$ cat config.mk
export PLATFORM = sky130hd
export DESIGN_NAME = spi_sram_ctrl
export DESIGN_NICKNAME = d
export VERILOG_FILES = /design/src/rtl/sram_spi_pkg.sv /design/src/rtl/sck_gen.sv /design/src/rtl/spi_shift_path.sv /design/src/rtl/spi_sram_ctrl.sv /design/src/rtl/spi_sram_fsm.sv
export SDC_FILE = /design/constraint.sdc
export NUM_CORES = 1
export LEC_CHECK = 0
export ABC_CLOCK_PERIOD_IN_PS = 3200
export BUFFER_PORTS_ARGS = -buffer_cell sky130_fd_sc_hd__clkbuf_2
export CAP_MARGIN = 20
export CORE_MARGIN = 3
export CORE_UTILIZATION = 35
export CTS_CLUSTER_SIZE = 40
export DETAILED_ROUTE_END_ITERATION = 8
export PLACE_DENSITY = 0.53
export SYNTH_ARGS = -nofsm -noshare
export SYNTH_HDL_FRONTEND = slang
export SYNTH_SLANG_ARGS = --single-unit
$ cat constraint.sdc
create_clock -name clk -period 3.2 [get_ports clk]
set_clock_uncertainty 0.1 [all_clocks]
set_input_delay 0.32 -clock clk [delete_from_list [all_inputs] [get_ports clk]]
set_output_delay 0.32 -clock clk [all_outputs]
set_load 0.03 [all_outputs]
$ cat src/rtl/sram_spi_pkg.sv
/*
 * Shared definitions for the serial SPI SRAM controller.
 * Holds opcodes, mode encodings, widths and the host write byte union.
 * Imported by the RTL blocks and the testbench.
 */
`default_nettype none

package sram_spi_pkg;

    // ============================================================
    // widths
    // ============================================================
    localparam int BITS_PER_BYTE = 8;
    localparam int ADDR_BYTES    = 3;

    typedef logic unsigned [BITS_PER_BYTE-1:0]            byte_t;
    typedef logic unsigned [ADDR_BYTES*BITS_PER_BYTE-1:0] sram_addr_t;

    // ============================================================
    // instruction set
    // ============================================================
    localparam byte_t CMD_WRMR  = 8'h01;
    localparam byte_t CMD_WRITE = 8'h02;
    localparam byte_t CMD_READ  = 8'h03;

    // mode field of the device mode register, page mode runs like sequential
    typedef enum logic [1:0] {
        MODE_BYTE = 2'd0,
        MODE_SEQ  = 2'd1,
        MODE_PAGE = 2'd2
    } sram_mode_e;

    typedef struct packed {
        sram_mode_e  mode;
        logic [5:0]  reserved;
    } mode_reg_t;

    // host write byte: payload for WRITE, mode register image for WRMR
    typedef union packed {
        byte_t      data;
        mode_reg_t  mode_reg;
    } wr_byte_u;

    // which register drives SI
    localparam logic [1:0] SEL_NONE   = 2'd0;
    localparam logic [1:0] SEL_OPCODE = 2'd1;
    localparam logic [1:0] SEL_ADDR   = 2'd2;
    localparam logic [1:0] SEL_WDATA  = 2'd3;

endpackage : sram_spi_pkg

`default_nettype wire

$ cat src/rtl/sck_gen.sv
/*
 * SPI serial clock generator.
 * Divides clk by CLK_SCK_RATIO into a mode 0 SCK and a one-cycle bit
 * strobe that lands one cycle before the end of each SCK period.
 */
`timescale 1ns/10ps
`default_nettype none

module sck_gen #(
    parameter int CLK_SCK_RATIO = 6
) (
    input  wire   clk,
    input  wire   reset_n,
    input  wire   sync_reset,
    input  wire   sck_on,
    input  wire   sck_off,
    output logic  mem_sck,
    output logic  sck_pulse
);

    localparam int CW = $clog2(CLK_SCK_RATIO);
    localparam logic [CW-1:0] CNT_LAST  = CW'(CLK_SCK_RATIO - 1);
    localparam logic [CW-1:0] CNT_PULSE = CW'(CLK_SCK_RATIO - 2);
    localparam logic [CW-1:0] CNT_HALF  = CW'(CLK_SCK_RATIO / 2);

    logic           sck_en;
    logic [CW-1:0]  sck_cnt;

    if ((CLK_SCK_RATIO < 4) || (CLK_SCK_RATIO % 2 != 0)) begin : g_ratio_check
        $error("CLK_SCK_RATIO must be even and at least 4");
    end

    // abort wins over a start request
    always_ff @(posedge clk or negedge reset_n) begin
        if (!reset_n) begin
            sck_en <= 1'b0;
        end else if (sync_reset || sck_off) begin
            sck_en <= 1'b0;
        end else if (sck_on) begin
            sck_en <= 1'b1;
        end
    end

    always_ff @(posedge clk or negedge reset_n) begin
        if (!reset_n) begin
            sck_cnt <= '0;
        end else if (sync_reset || !sck_en || (sck_cnt == CNT_LAST)) begin
            sck_cnt <= '0;
        end else begin
            sck_cnt <= sck_cnt + 1'b1;
        end
    end

    // low for the first half of a period, high for the second
    always_ff @(posedge clk or negedge reset_n) begin
        if (!reset_n) begin
            mem_sck   <= 1'b0;
            sck_pulse <= 1'b0;
        end else begin
            mem_sck   <= sck_en && (sck_cnt >= CNT_HALF);
            sck_pulse <= sck_en && (sck_cnt == CNT_PULSE);
        end
    end

    a_sck_idle_low : assert property (
        @(posedge clk) disable iff (!reset_n) !sck_en |=> !mem_sck
    );

endmodule : sck_gen

`default_nettype wire

$ cat src/rtl/spi_shift_path.sv
/*
 * Data path of the SPI SRAM controller.
 * Loads opcode, address and write byte from the host, shifts the selected
 * one MSB first onto SI and gathers read bytes from SO for the host.
 */
`timescale 1ns/10ps
`default_nettype none

module spi_shift_path import sram_spi_pkg::*; (
    input  wire         clk,
    input  wire         reset_n,

    // host side
    input  wire         instruction_start,
    input  byte_t       instruction,
    input  sram_addr_t  address,
    input  byte_t       write_data,
    output logic        write_data_grasp,
    output byte_t       read_data,
    output logic        read_data_enable_out,

    // from the sequencer
    input  wire         sck_pulse,
    input  wire [1:0]   shift_sel,
    input  wire         shift_read,
    input  wire         grasp,
    input  wire         byte_done,

    // back to the sequencer
    output byte_t       opcode,
    output sram_mode_e  mode_field,

    // memory pins
    input  wire         mem_so,
    output logic        mem_si
);

    sram_addr_t  addr_sr;
    wr_byte_u    wr_byte;
    byte_t       rd_sr;
    logic        rd_done_d1;

    // ============================================================
    // outgoing shift registers
    // ============================================================
    always_ff @(posedge clk) begin
        if (instruction_start) begin
            opcode <= instruction;
        end else if ((shift_sel == SEL_OPCODE) && sck_pulse) begin
            opcode <= {opcode[BITS_PER_BYTE-2:0], 1'b0};
        end
    end

    always_ff @(posedge clk) begin
        if (instruction_start) begin
            addr_sr <= address;
        end else if ((shift_sel == SEL_ADDR) && sck_pulse) begin
            addr_sr <= {addr_sr[$high(addr_sr)-1:0], 1'b0};
        end
    end

    // reload for the next streamed byte wins over the last shift
    always_ff @(posedge clk) begin
        if (instruction_start || grasp) begin
            wr_byte.data <= write_data;
        end else if ((shift_sel == SEL_WDATA) && sck_pulse) begin
            wr_byte.data <= {wr_byte.data[BITS_PER_BYTE-2:0], 1'b0};
        end
    end

    assign mode_field = wr_byte.mode_reg.mode;

    always_ff @(posedge clk or negedge reset_n) begin
        if (!reset_n) begin
            write_data_grasp <= 1'b0;
        end else begin
            write_data_grasp <= instruction_start || grasp;
        end
    end

    // SI follows the selected MSB, holds between stages
    always_ff @(posedge clk or negedge reset_n) begin
        if (!reset_n) begin
            mem_si <= 1'b0;
        end else begin
            case (shift_sel)
                SEL_OPCODE: mem_si <= opcode[BITS_PER_BYTE-1];
                SEL_ADDR:   mem_si <= addr_sr[$high(addr_sr)];
                SEL_WDATA:  mem_si <= wr_byte.data[BITS_PER_BYTE-1];
                default:    mem_si <= mem_si;
            endcase
        end
    end

    // ============================================================
    // read side
    // ============================================================
    // SO is stable by the strobe, which sits in the high half of SCK
    always_ff @(posedge clk) begin
        if (shift_read && sck_pulse) begin
            rd_sr <= {rd_sr[BITS_PER_BYTE-2:0], mem_so};
        end
    end

    always_ff @(posedge clk) begin
        if (rd_done_d1) begin
            read_data <= rd_sr;
        end
    end

    // enable lands with the data, two cycles after the last bit strobe
    always_ff @(posedge clk or negedge reset_n) begin
        if (!reset_n) begin
            rd_done_d1           <= 1'b0;
            read_data_enable_out <= 1'b0;
        end else begin
            rd_done_d1           <= byte_done && shift_read;
            read_data_enable_out <= rd_done_d1;
        end
    end

endmodule : spi_shift_path

`default_nettype wire

$ cat src/rtl/spi_sram_ctrl.sv
/*
 * Host-side controller for a 1 Mbit serial SPI SRAM.
 * Runs WRMR, WRITE and READ in byte or sequential mode on a single-bit
 * SPI bus; CLK_SCK_RATIO sets the SCK divide from clk.
 */
`timescale 1ns/10ps
`default_nettype none

module spi_sram_ctrl import sram_spi_pkg::*; #(
    parameter int CLK_SCK_RATIO = 6
) (
    input  wire         clk,
    input  wire         reset_n,
    input  wire         sync_reset,

    // host side
    input  wire         instruction_start,
    input  byte_t       instruction,
    input  sram_addr_t  address,
    input  byte_t       write_data,
    output logic        write_data_grasp,
    output logic        read_data_enable_out,
    output byte_t       read_data,

    // memory pins
    input  wire         mem_so,
    output logic        mem_si,
    output logic        mem_hold_n,
    output logic        mem_cs_n,
    output logic        mem_sck
);

    logic        sck_pulse;
    logic        sck_on;
    logic        sck_off;
    logic        load;
    logic [1:0]  shift_sel;
    logic        shift_read;
    logic        grasp;
    logic        byte_done;
    byte_t       opcode;
    sram_mode_e  mode_field;

    // hold is never used
    assign mem_hold_n = 1'b1;

    sck_gen #(
        .CLK_SCK_RATIO (CLK_SCK_RATIO)
    ) i_sck_gen (
        .clk        (clk),
        .reset_n    (reset_n),
        .sync_reset (sync_reset),
        .sck_on     (sck_on),
        .sck_off    (sck_off),
        .mem_sck    (mem_sck),
        .sck_pulse  (sck_pulse)
    );

    // loads are taken only when the sequencer accepts the start
    spi_shift_path i_spi_shift_path (
        .clk                  (clk),
        .reset_n              (reset_n),
        .instruction_start    (load),
        .instruction          (instruction),
        .address              (address),
        .write_data           (write_data),
        .write_data_grasp     (write_data_grasp),
        .read_data            (read_data),
        .read_data_enable_out (read_data_enable_out),
        .sck_pulse            (sck_pulse),
        .shift_sel            (shift_sel),
        .shift_read           (shift_read),
        .grasp                (grasp),
        .byte_done            (byte_done),
        .opcode               (opcode),
        .mode_field           (mode_field),
        .mem_so               (mem_so),
        .mem_si               (mem_si)
    );

    spi_sram_fsm i_spi_sram_fsm (
        .clk               (clk),
        .reset_n           (reset_n),
        .sync_reset        (sync_reset),
        .instruction_start (instruction_start),
        .opcode            (opcode),
        .mode_field        (mode_field),
        .sck_pulse         (sck_pulse),
        .mem_cs_n          (mem_cs_n),
        .sck_on            (sck_on),
        .sck_off           (sck_off),
        .load              (load),
        .shift_sel         (shift_sel),
        .shift_read        (shift_read),
        .grasp             (grasp),
        .byte_done         (byte_done)
    );

endmodule : spi_sram_ctrl

`default_nettype wire

$ cat src/rtl/spi_sram_fsm.sv
/*
 * Transfer sequencer for the SPI SRAM controller.
 * One-hot FSM that walks opcode, address and data stages, drives chip
 * select and SCK enables, and keeps the device mode register copy.
 */
`timescale 1ns/10ps
`default_nettype none

module spi_sram_fsm import sram_spi_pkg::*; (
    input  wire         clk,
    input  wire         reset_n,
    input  wire         sync_reset,
    input  wire         instruction_start,
    input  byte_t       opcode,
    input  sram_mode_e  mode_field,
    input  wire         sck_pulse,
    output logic        mem_cs_n,
    output logic        sck_on,
    output logic        sck_off,
    output logic        load,
    output logic [1:0]  shift_sel,
    output logic        shift_read,
    output logic        grasp,
    output logic        byte_done
);

    localparam int S_IDLE         = 0;
    localparam int S_INSTRUCTION  = 1;
    localparam int S_OPCODE       = 2;
    localparam int S_AFTER_OPCODE = 3;
    localparam int S_ADDR_2       = 4;
    localparam int S_ADDR_1       = 5;
    localparam int S_ADDR_0       = 6;
    localparam int S_AFTER_ADDR   = 7;
    localparam int S_WRITE        = 8;
    localparam int S_READ         = 9;
    localparam int NUM_STATES     = 10;

    logic [NUM_STATES-1:0]  state;
    logic [NUM_STATES-1:0]  next_state;
    logic [3:0]             bit_cnt;
    logic                   bit_last;
    logic                   cnt_load;
    logic                   cs_high;
    logic                   cs_low;
    logic                   addr_stage;
    logic                   wr_stage;
    logic                   rd_stage;
    sram_mode_e             mode_q;
    logic                   stream;

    assign bit_last = sck_pulse && (bit_cnt == 4'd1);
    // page mode streams too, no wrap is modelled
    assign stream   = addr_stage && (mode_q != MODE_BYTE);
    assign load     = instruction_start && state[S_IDLE];

    // ============================================================
    // state and support registers
    // ============================================================
    always_ff @(posedge clk or negedge reset_n) begin
        if (!reset_n) begin
            state <= NUM_STATES'(1) << S_IDLE;
        end else if (sync_reset) begin
            state <= NUM_STATES'(1) << S_IDLE;
        end else begin
            state <= next_state;
        end
    end

    always_ff @(posedge clk or negedge reset_n) begin
        if (!reset_n) begin
            bit_cnt <= '0;
        end else if (cnt_load) begin
            bit_cnt <= 4'(BITS_PER_BYTE);
        end else if (sck_pulse) begin
            bit_cnt <= bit_cnt - 1'b1;
        end
    end

    // stage flags from the opcode decode
    always_ff @(posedge clk or negedge reset_n) begin
        if (!reset_n) begin
            addr_stage <= 1'b0;
            wr_stage   <= 1'b0;
            rd_stage   <= 1'b0;
        end else if (state[S_IDLE]) begin
            addr_stage <= 1'b0;
            wr_stage   <= 1'b0;
            rd_stage   <= 1'b0;
        end else if (state[S_INSTRUCTION]) begin
            addr_stage <= (opcode == CMD_WRITE) || (opcode == CMD_READ);
            wr_stage   <= (opcode == CMD_WRITE) || (opcode == CMD_WRMR);
            rd_stage   <= (opcode == CMD_READ);
        end
    end

    // powers up in sequential mode like the device
    always_ff @(posedge clk or negedge reset_n) begin
        if (!reset_n) begin
            mode_q <= MODE_SEQ;
        end else if (state[S_INSTRUCTION] && (opcode == CMD_WRMR)) begin
            mode_q <= mode_field;
        end
    end

    always_ff @(posedge clk or negedge reset_n) begin
        if (!reset_n) begin
            mem_cs_n <= 1'b1;
        end else if (sync_reset || cs_high) begin
            mem_cs_n <= 1'b1;
        end else if (cs_low) begin
            mem_cs_n <= 1'b0;
        end
    end

    // ============================================================
    // next state and controls
    // ============================================================
    always_comb begin
        next_state = '0;
        cnt_load   = 1'b0;
        cs_high    = 1'b0;
        cs_low     = 1'b0;
        sck_on     = 1'b0;
        sck_off    = 1'b0;
        shift_sel  = SEL_NONE;
        shift_read = 1'b0;
        grasp      = 1'b0;
        byte_done  = 1'b0;

        case (1'b1)
            state[S_IDLE]: begin
                cs_high = 1'b1;
                sck_off = 1'b1;
                next_state[instruction_start ? S_INSTRUCTION : S_IDLE] = 1'b1;
            end
            state[S_INSTRUCTION]: begin
                cs_low   = 1'b1;
                sck_on   = 1'b1;
                cnt_load = 1'b1;
                next_state[S_OPCODE] = 1'b1;
            end
            state[S_OPCODE]: begin
                shift_sel = SEL_OPCODE;
                next_state[bit_last ? S_AFTER_OPCODE : S_OPCODE] = 1'b1;
            end
            state[S_AFTER_OPCODE]: begin
                cnt_load = 1'b1;
                next_state[addr_stage ? S_ADDR_2 : S_AFTER_ADDR] = 1'b1;
            end
            state[S_ADDR_2]: begin
                shift_sel = SEL_ADDR;
                cnt_load  = bit_last;
                next_state[bit_last ? S_ADDR_1 : S_ADDR_2] = 1'b1;
            end
            state[S_ADDR_1]: begin
                shift_sel = SEL_ADDR;
                cnt_load  = bit_last;
                next_state[bit_last ? S_ADDR_0 : S_ADDR_1] = 1'b1;
            end
            state[S_ADDR_0]: begin
                shift_sel = SEL_ADDR;
                next_state[bit_last ? S_AFTER_ADDR : S_ADDR_0] = 1'b1;
            end
            state[S_AFTER_ADDR]: begin
                cnt_load = 1'b1;
                if (wr_stage) begin
                    next_state[S_WRITE] = 1'b1;
                end else if (rd_stage) begin
                    next_state[S_READ] = 1'b1;
                end else begin
                    // unknown opcode, nothing left to send
                    cs_high = 1'b1;
                    sck_off = 1'b1;
                    next_state[S_IDLE] = 1'b1;
                end
            end
            state[S_WRITE]: begin
                shift_sel = SEL_WDATA;
                byte_done = bit_last;
                if (bit_last && !stream) begin
                    cs_high = 1'b1;
                    sck_off = 1'b1;
                    next_state[S_IDLE] = 1'b1;
                end else begin
                    cnt_load = bit_last;
                    grasp    = bit_last;
                    next_state[S_WRITE] = 1'b1;
                end
            end
            state[S_READ]: begin
                shift_read = 1'b1;
                byte_done  = bit_last;
                if (bit_last && !stream) begin
                    cs_high = 1'b1;
                    sck_off = 1'b1;
                    next_state[S_IDLE] = 1'b1;
                end else begin
                    cnt_load = bit_last;
                    next_state[S_READ] = 1'b1;
                end
            end
            default: begin
                next_state[S_IDLE] = 1'b1;
            end
        endcase
    end

    a_state_onehot : assert property (
        @(posedge clk) disable iff (!reset_n) $onehot(state)
    );

    // a start while busy must not restart the sequence
    a_start_in_idle : assert property (
        @(posedge clk) disable iff (!reset_n)
        (instruction_start && !state[S_IDLE] && !state[S_INSTRUCTION])
            |=> !state[S_INSTRUCTION]
    );

endmodule : spi_sram_fsm

`default_nettype wire

After elaboration in Yosys (flattened, before gate mapping):

Index checks and enable logic that the tools add are counted.

* add/sub/neg operators: 2
* order comparisons: 13
* equal/unequal tests: 9
* muxes and demuxes: 157
* reductions and logical operators: 34

Operators with widths (count)
* 32-bit by 1-bit greater-or-equal comparator with 1-bit output, second input constant: 6
* 32-bit by 6-bit < comparator with 1-bit output, second input constant: 6
* 1-bit 2-to-1 mux: 122
* 24-bit 2-to-1 mux: 2
* 5-bit 2-to-1 mux: 7
* 8-bit 2-to-1 mux: 4
* 1-bit demux with 4-bit select: 6
* 2-bit 2-to-1 mux: 11
* 1-bit logical AND: 18
* 8-bit by 2-bit == test with 1-bit output, second input constant: 2
* 2-bit nonzero test: 7
* 10-bit 2-to-1 mux: 1
* 8-bit by 1-bit == test with 1-bit output, second input constant: 1
* 4-bit 2-to-1 mux: 2
* 3-bit == test, second input constant: 2
* 1-bit logical OR: 6
* 2-bit == test, second input constant: 2
* 4-bit by 1-bit == test with 1-bit output, second input constant: 1
* 4-bit by 1-bit subtractor with 4-bit output, second input constant: 1
* 3-bit by 1-bit adder with 3-bit output, second input constant: 1
* 3-bit by 2-bit greater-or-equal comparator with 1-bit output, second input constant: 1
* 3-bit 2-to-1 mux: 1
* 1-bit one-hot mux with 3 select lines: 1
* 3-bit nonzero test: 1
* other kinds (2): 3

* flip-flop bits (word level): 86
* input port bits: 45
* output and inout bits: 14
* word-level logic and storage cells: 235

Logic depth before layout (Yosys ltp):

* depth after elaboration: 17
* gate-level depth with buffers: 7
* depth with buffers taken out: 6

Hierarchy:

A second synthesis with hierarchy kept.

* cells, all modules: 270
* area total of the unflattened synthesis: 3938.8 µm²

By module, submodules not included
* spi_shift_path: instances 1, cells each 117, area an instance 2486.1 µm², seq. area each 1781.7 µm²
* spi_sram_fsm: instances 1, cells each 128, area an instance 1156.1 µm², seq. area each 504.2 µm²
* sck_gen: instances 1, cells each 23, area an instance 285.3 µm², seq. area each 150.1 µm²
* spi_sram_ctrl: instances 1, cells each 2, area an instance 11.3 µm², seq. area each 0.0 µm²

Least setup slack after synthesis:

Ideal clock, no wire load.

* kind: register -> register
* start point: reg i_spi_sram_fsm.state[2]
* end point: reg i_spi_shift_path.addr_sr[0], enable pin
* setup time: 0.384 ns
* arrival time: 2.040 ns
* data required time: 2.716 ns
* slack: 0.676 ns
* cell stages (with the launch flop): 5
* path buffers: 1
* period minus slack after synthesis: 2.524 ns
* path through: dfrtp_1 -> buf_6 -> or4_4 -> a21oi_1 -> a32o_1

* word-level cells in the longest chain between the ends: 6

RTL lines
* start: declaration: RTL line spi_sram_fsm.sv:39 `logic [NUM_STATES-1:0] state;`
* start signal: assignment: RTL line spi_sram_fsm.sv:62 `state <= NUM_STATES'(1) << S_IDLE;`
* start signal: assignment: RTL line spi_sram_fsm.sv:64 `state <= NUM_STATES'(1) << S_IDLE;`
* start signal: assignment: RTL line spi_sram_fsm.sv:66 `state <= next_state;`
* 2-bit 2-to-1 mux (3 in a row): RTL line spi_sram_fsm.sv:131 `case (1'b1)`
* 2-bit == test: RTL line spi_shift_path.sv:57 `end else if ((shift_sel == SEL_ADDR) && sck_pulse) begin`
* 1-bit logical AND: RTL line spi_shift_path.sv:57
* 2-bit nonzero test (no line)
* end signal: assignment: RTL line spi_shift_path.sv:56 `addr_sr <= address;`
* end signal: assignment: RTL line spi_shift_path.sv:58 `addr_sr <= {addr_sr[$high(addr_sr)-1:0], 1'b0};`
* end: declaration: RTL line spi_shift_path.sv:38 `sram_addr_t addr_sr;`

Every way passes these cells.
A chain may end at the register's enable or synchronous reset.

Final worst setup path:

* start point: reg i_spi_sram_fsm.bit_cnt[1]
* end point: reg i_spi_shift_path.wr_byte[7] (netlist bit), enable pin

* word-level cells in the longest chain between the ends: 15

RTL lines
* start: declaration: RTL line spi_sram_fsm.sv:41 `logic [3:0] bit_cnt;`
* start signal: assignment: RTL line spi_sram_fsm.sv:74 `bit_cnt <= 4'(BITS_PER_BYTE);`
* start signal: assignment: RTL line spi_sram_fsm.sv:76 `bit_cnt <= bit_cnt - 1'b1;`
* 4-bit by 1-bit == test with 1-bit output *: RTL line spi_sram_fsm.sv:52 `assign bit_last = sck_pulse && (bit_cnt == 4'd1);`
* 1-bit logical AND *: RTL line spi_sram_fsm.sv:52
* 1-bit logical AND: RTL line spi_sram_fsm.sv:181 `if (bit_last && !stream) begin`
* 1-bit 2-to-1 mux *: RTL line spi_sram_fsm.sv:181
* 1-bit 2-to-1 mux * (9 in a row): RTL line spi_sram_fsm.sv:131
* 1-bit logical OR *: RTL line spi_shift_path.sv:64 `if (instruction_start || grasp) begin`
* 2-bit nonzero test (no line) *
* end: declaration: RTL line spi_shift_path.sv:39 `wr_byte_u wr_byte;`

Every way passes the cells marked *; elsewhere a longest branch is shown, timed or not.

==> flow_summary.yaml <==
global_routing:
  grt_antenna_before_repair: 0
  grt_pass1_vias: 2228
  grt_pass1_wl_um: 11300
  gr-usage-all-layers_pct: 12.2
  grt_overflow: 0
  grt_max_degree: 31
logic_synthesis:
  synth_top_family_by_area: "multiplexers"
  synth-compound-area-share_pct: 6.47
  synth_top_area_share_pct: 45.1
  ys_seq_elements: 86
  syn_area_um2: 3730
  ys.flop_type: "edfxtp_1"
  synth_nets: 305
  synth_commonest_cells: "edfxtp_1 (56), mux2_2 (39), dfrtp_1 (27), nor2_1 (12), nand2_1 (11)"
  yosysMostFrequentCell: "edfxtp_1"
  postSynth.asyncResetShare_pct: 34.9
  synth-simple-area-share_pct: 10.3
  ys_warn_count: 0
  syn_area_per_cell_um2: 14.7
  seq_area_frac_synth_pct: 65.3
  yosys.area_share.xor_xnor_pct: 0.939
  synthTopCellsByArea: "edfxtp_1 (45%), dfrtp_1 (18%), mux2_2 (12%)"
  synthMuxAreaShare_pct: 12.6
  synthAdderAreaFrac_pct: 2.01
  synth-edff-count: 56
  ys_types: 53
  synthCells: 254
  synth.largest_area_cell: "edfxtp_1"
status:
  status: "completed"
cts:
  post_cts_resized: 0
  clk_latency_ns: 0.35
  cts_max_level: 3
  cts.reportedPaths.clkPinSlew_ns: 0.10
  cts_buffers: 9
  post-cts-setup-buffers: 0
  clk_path_buf_depth: 2
  cts_tree: "done"
  clkSinkCount: 86
  clock-root-buffer: "clkbuf_8"
worst_setup_path:
  cp_cell_sequence: "inv_1 -> ha_1 -> nand4bb_1 -> nand4bb_4 -> o21ai_4 -> o21bai_1 -> buf_4"
  crit_path_start_kind: "flop"
  slowest_delay_ns: 0.40
  endpoint_kind: "flop"
  crit_required_ns: 3.17
  crit_type: "flop to flop"
  cp.arrival_ns: 2.40
  worst-path-max-fanout: 10
  cp_slowest_cell: "dfrtp_1"
timing:
  period_share_pct: 76.2
  slew_viol_final: 0
  grt_setup_unrepaired: "no"
  slew-limit-headroom_pct: 48.0
  worstMarginPinSlew_ns: 0.781
  min_period_ns: 2.44
  tns_ns: 0
  max_freq_mhz: 410
  hold_viol: 0
  finalSetupViolations: 0
  setup_ws_ns: 0.763
route:
  vias: 2255
  drt_iter0_markers: 135
  vias_per_cell: 4.90
  first_pass_iters: 4
  drt-total-wl_um: 6730
  avgRoutedWirePerCell_um: 14.6
  drc: 0
  drtAntennaViolNets: 0
finish:
  drive_gt1_share_pct: 39.5
  fin_area_um2: 4370
  areaGrowthSynthToFinish_pct: 17.0
  fillCellCount: 982
  nets: 370
  final_core_util_pct: 42.3
  antenna_cells: 0
die:
  row_count: 37
  die_area_um2: 11900
  start_util_pct: 36.1
  fp.dieH_um: 109
  die_x_um: 109
  core_area_um2: 10300
  io_pins: 59
power:
  swShare_pct: 24.1
  p_total_mw: 2.14
  pwr-share-seq_pct: 59.4
  power_per_cell_area_nw_per_um2: 491
  p_leak_nw: 1.70
  p_switching_mw: 0.516
  clockPowerShare_pct: 33.1
  max-vdd-ir-drop_v: 0.000201
  pwr-share-comb_pct: 7.5
  internal-power_mw: 1.62
placed_design:
  port-buffer-count: 57
  dp_slack_ns: 0.759
  hpwl_um: 4720
  gp_congestion: 0.778
  place_area_um2: 4180
flow_run:
  max_cap_viol_count: 0
worst_hold_path:
  min_path_type: "input pin to flop"
[flip-flops by register name, indices dropped and copies added (netlist names)]
name and flops:
i_spi_shift_path.rd_done_d1 1, i_spi_sram_fsm.state 10, i_spi_shift_path.read_data_enable_out 1, i_spi_shift_path.wr_byte 8, i_spi_shift_path.mem_si 1, i_spi_sram_fsm.rd_stage 1
i_spi_shift_path.write_data_grasp 1, i_spi_sram_fsm.wr_stage 1, i_spi_sram_fsm.mem_cs_n 1, i_spi_shift_path.rd_sr 8, i_sck_gen.mem_sck 1, i_spi_shift_path.addr_sr 24
i_spi_sram_fsm.bit_cnt 4, i_sck_gen.sck_pulse 1, i_spi_shift_path.read_data 8, i_spi_sram_fsm.addr_stage 1, i_sck_gen.sck_en 1, i_spi_shift_path.opcode 8
i_spi_sram_fsm.mode_q 2, i_sck_gen.sck_cnt 3
[metrics by stage]
step | hold WS (ns) | cells
global placement | 0.301 | 443
global route | 0.0106 | 460
floorplan | -0.0756 | 254
detailed placement | 0.316 | 443
finish | 0.0382 | 460
CTS | 0.0193 | 460
[metal layers]
layer	global-route usage, %	part of all wire [%]	up-vias
li1	-	-	1090
met1	17.9	48	1104
met2	17.9	46	54
met3	3.49	4.9	7
met4	3.29	0.92	0
met5	0	0	-
[area by class of cell]
cell class / instances / area [µm²] / share of cell area, %
sequential: 86 / 2440 / 55.8
multi-input combinational: 149 / 1210 / 27.7
tap: 136 / 170 / 3.90
clock inverter: 7 / 55.1 / 1.26
inverter: 10 / 37.5 / 0.860
clock buffer: 9 / 124 / 2.84
timing repair buffer: 63 / 333 / 7.62
[cells in the final DEF (no fill, tap or decap), drive strengths merged, types with 4 or more instances in the layout]
| cell | n |
|---|---|
| a21oi | 9 |
| and3 | 4 |
| buf | 5 |
| clkbuf | 66 |
| dfrtp | 27 |
| edfxtp | 56 |
| ha | 6 |
| inv | 13 |
| mux2 | 39 |
| nand2 | 11 |
| nand3 | 5 |
| nand3b | 4 |
| nor2 | 12 |
| nor3 | 6 |
| o21ai | 4 |
[cells by family (layout without fill, tap and decap cells)]
family / Yosys count / count (layout)
DFF: 86 / 86
and+or+nand+nor: 64 / 64
muxes: 42 / 42
AOI/OAI and AO/OA: 32 / 32
buffers and inverters: 19 / 89
adders and majority gates: 6 / 6
xor gates and xnor gates: 4 / 4
other: 1 / 1
[path summary, 6_finish.rpt]
| path | end | depth (start not counted) | slack (ns) | startpoint |
|---|---|---|---|---|
| max | i_spi_shift_path.wr_byte[7]$_DFFE_PP_ | 7 | 0.76 | i_spi_sram_fsm.bit_cnt[1]$_DFFE_PN0P_ |
| min | i_spi_shift_path.rd_sr[0]$_DFFE_PP_ | 1 | 0.04 | mem_so |
| min in group asynchronous | i_spi_shift_path.write_data_grasp$_DFF_PN0_ | 2 | 0.48 | reset_n |
| min reg2reg | i_spi_shift_path.read_data[7]$_DFFE_PP_ | 0 | 0.33 | i_spi_shift_path.rd_sr[7]$_DFFE_PP_ |
| max in group asynchronous | i_spi_sram_fsm.state[3]$_DFF_PN0_ | 2 | 2.02 | reset_n |
| max reg2reg | i_spi_shift_path.wr_byte[7]$_DFFE_PP_ | 7 | 0.76 | i_spi_sram_fsm.bit_cnt[1]$_DFFE_PN0P_ |
[power by group through the flow]
stage               logic [mW]  clock network [mW]  registers, mW
finish                   0.161               0.708           1.27
global route             0.182               0.782           1.28
CTS                      0.166               0.733           1.27
detailed placement       0.164                   0           1.30
global placement         0.161                   0           1.30
floorplan                0.104                   0           1.29
[critical path: cells and delay by family, from the launching register on]
family	cells	cell delay, ns
AO/OA/AOI/OAI	2	0.47
buffers and inverters	2	0.27
adder cells (fa/ha/maj)	1	0.16
flip-flops	1	0.40
AND/OR/NAND/NOR	2	0.75
[timing repair]
action,4_1_cts,5_1_grt
hold buffers,1,0
setup endpoints to repair,0,0
hold endpoints to repair,27,0
No activity file was read; power rests on OpenSTA's default activity.
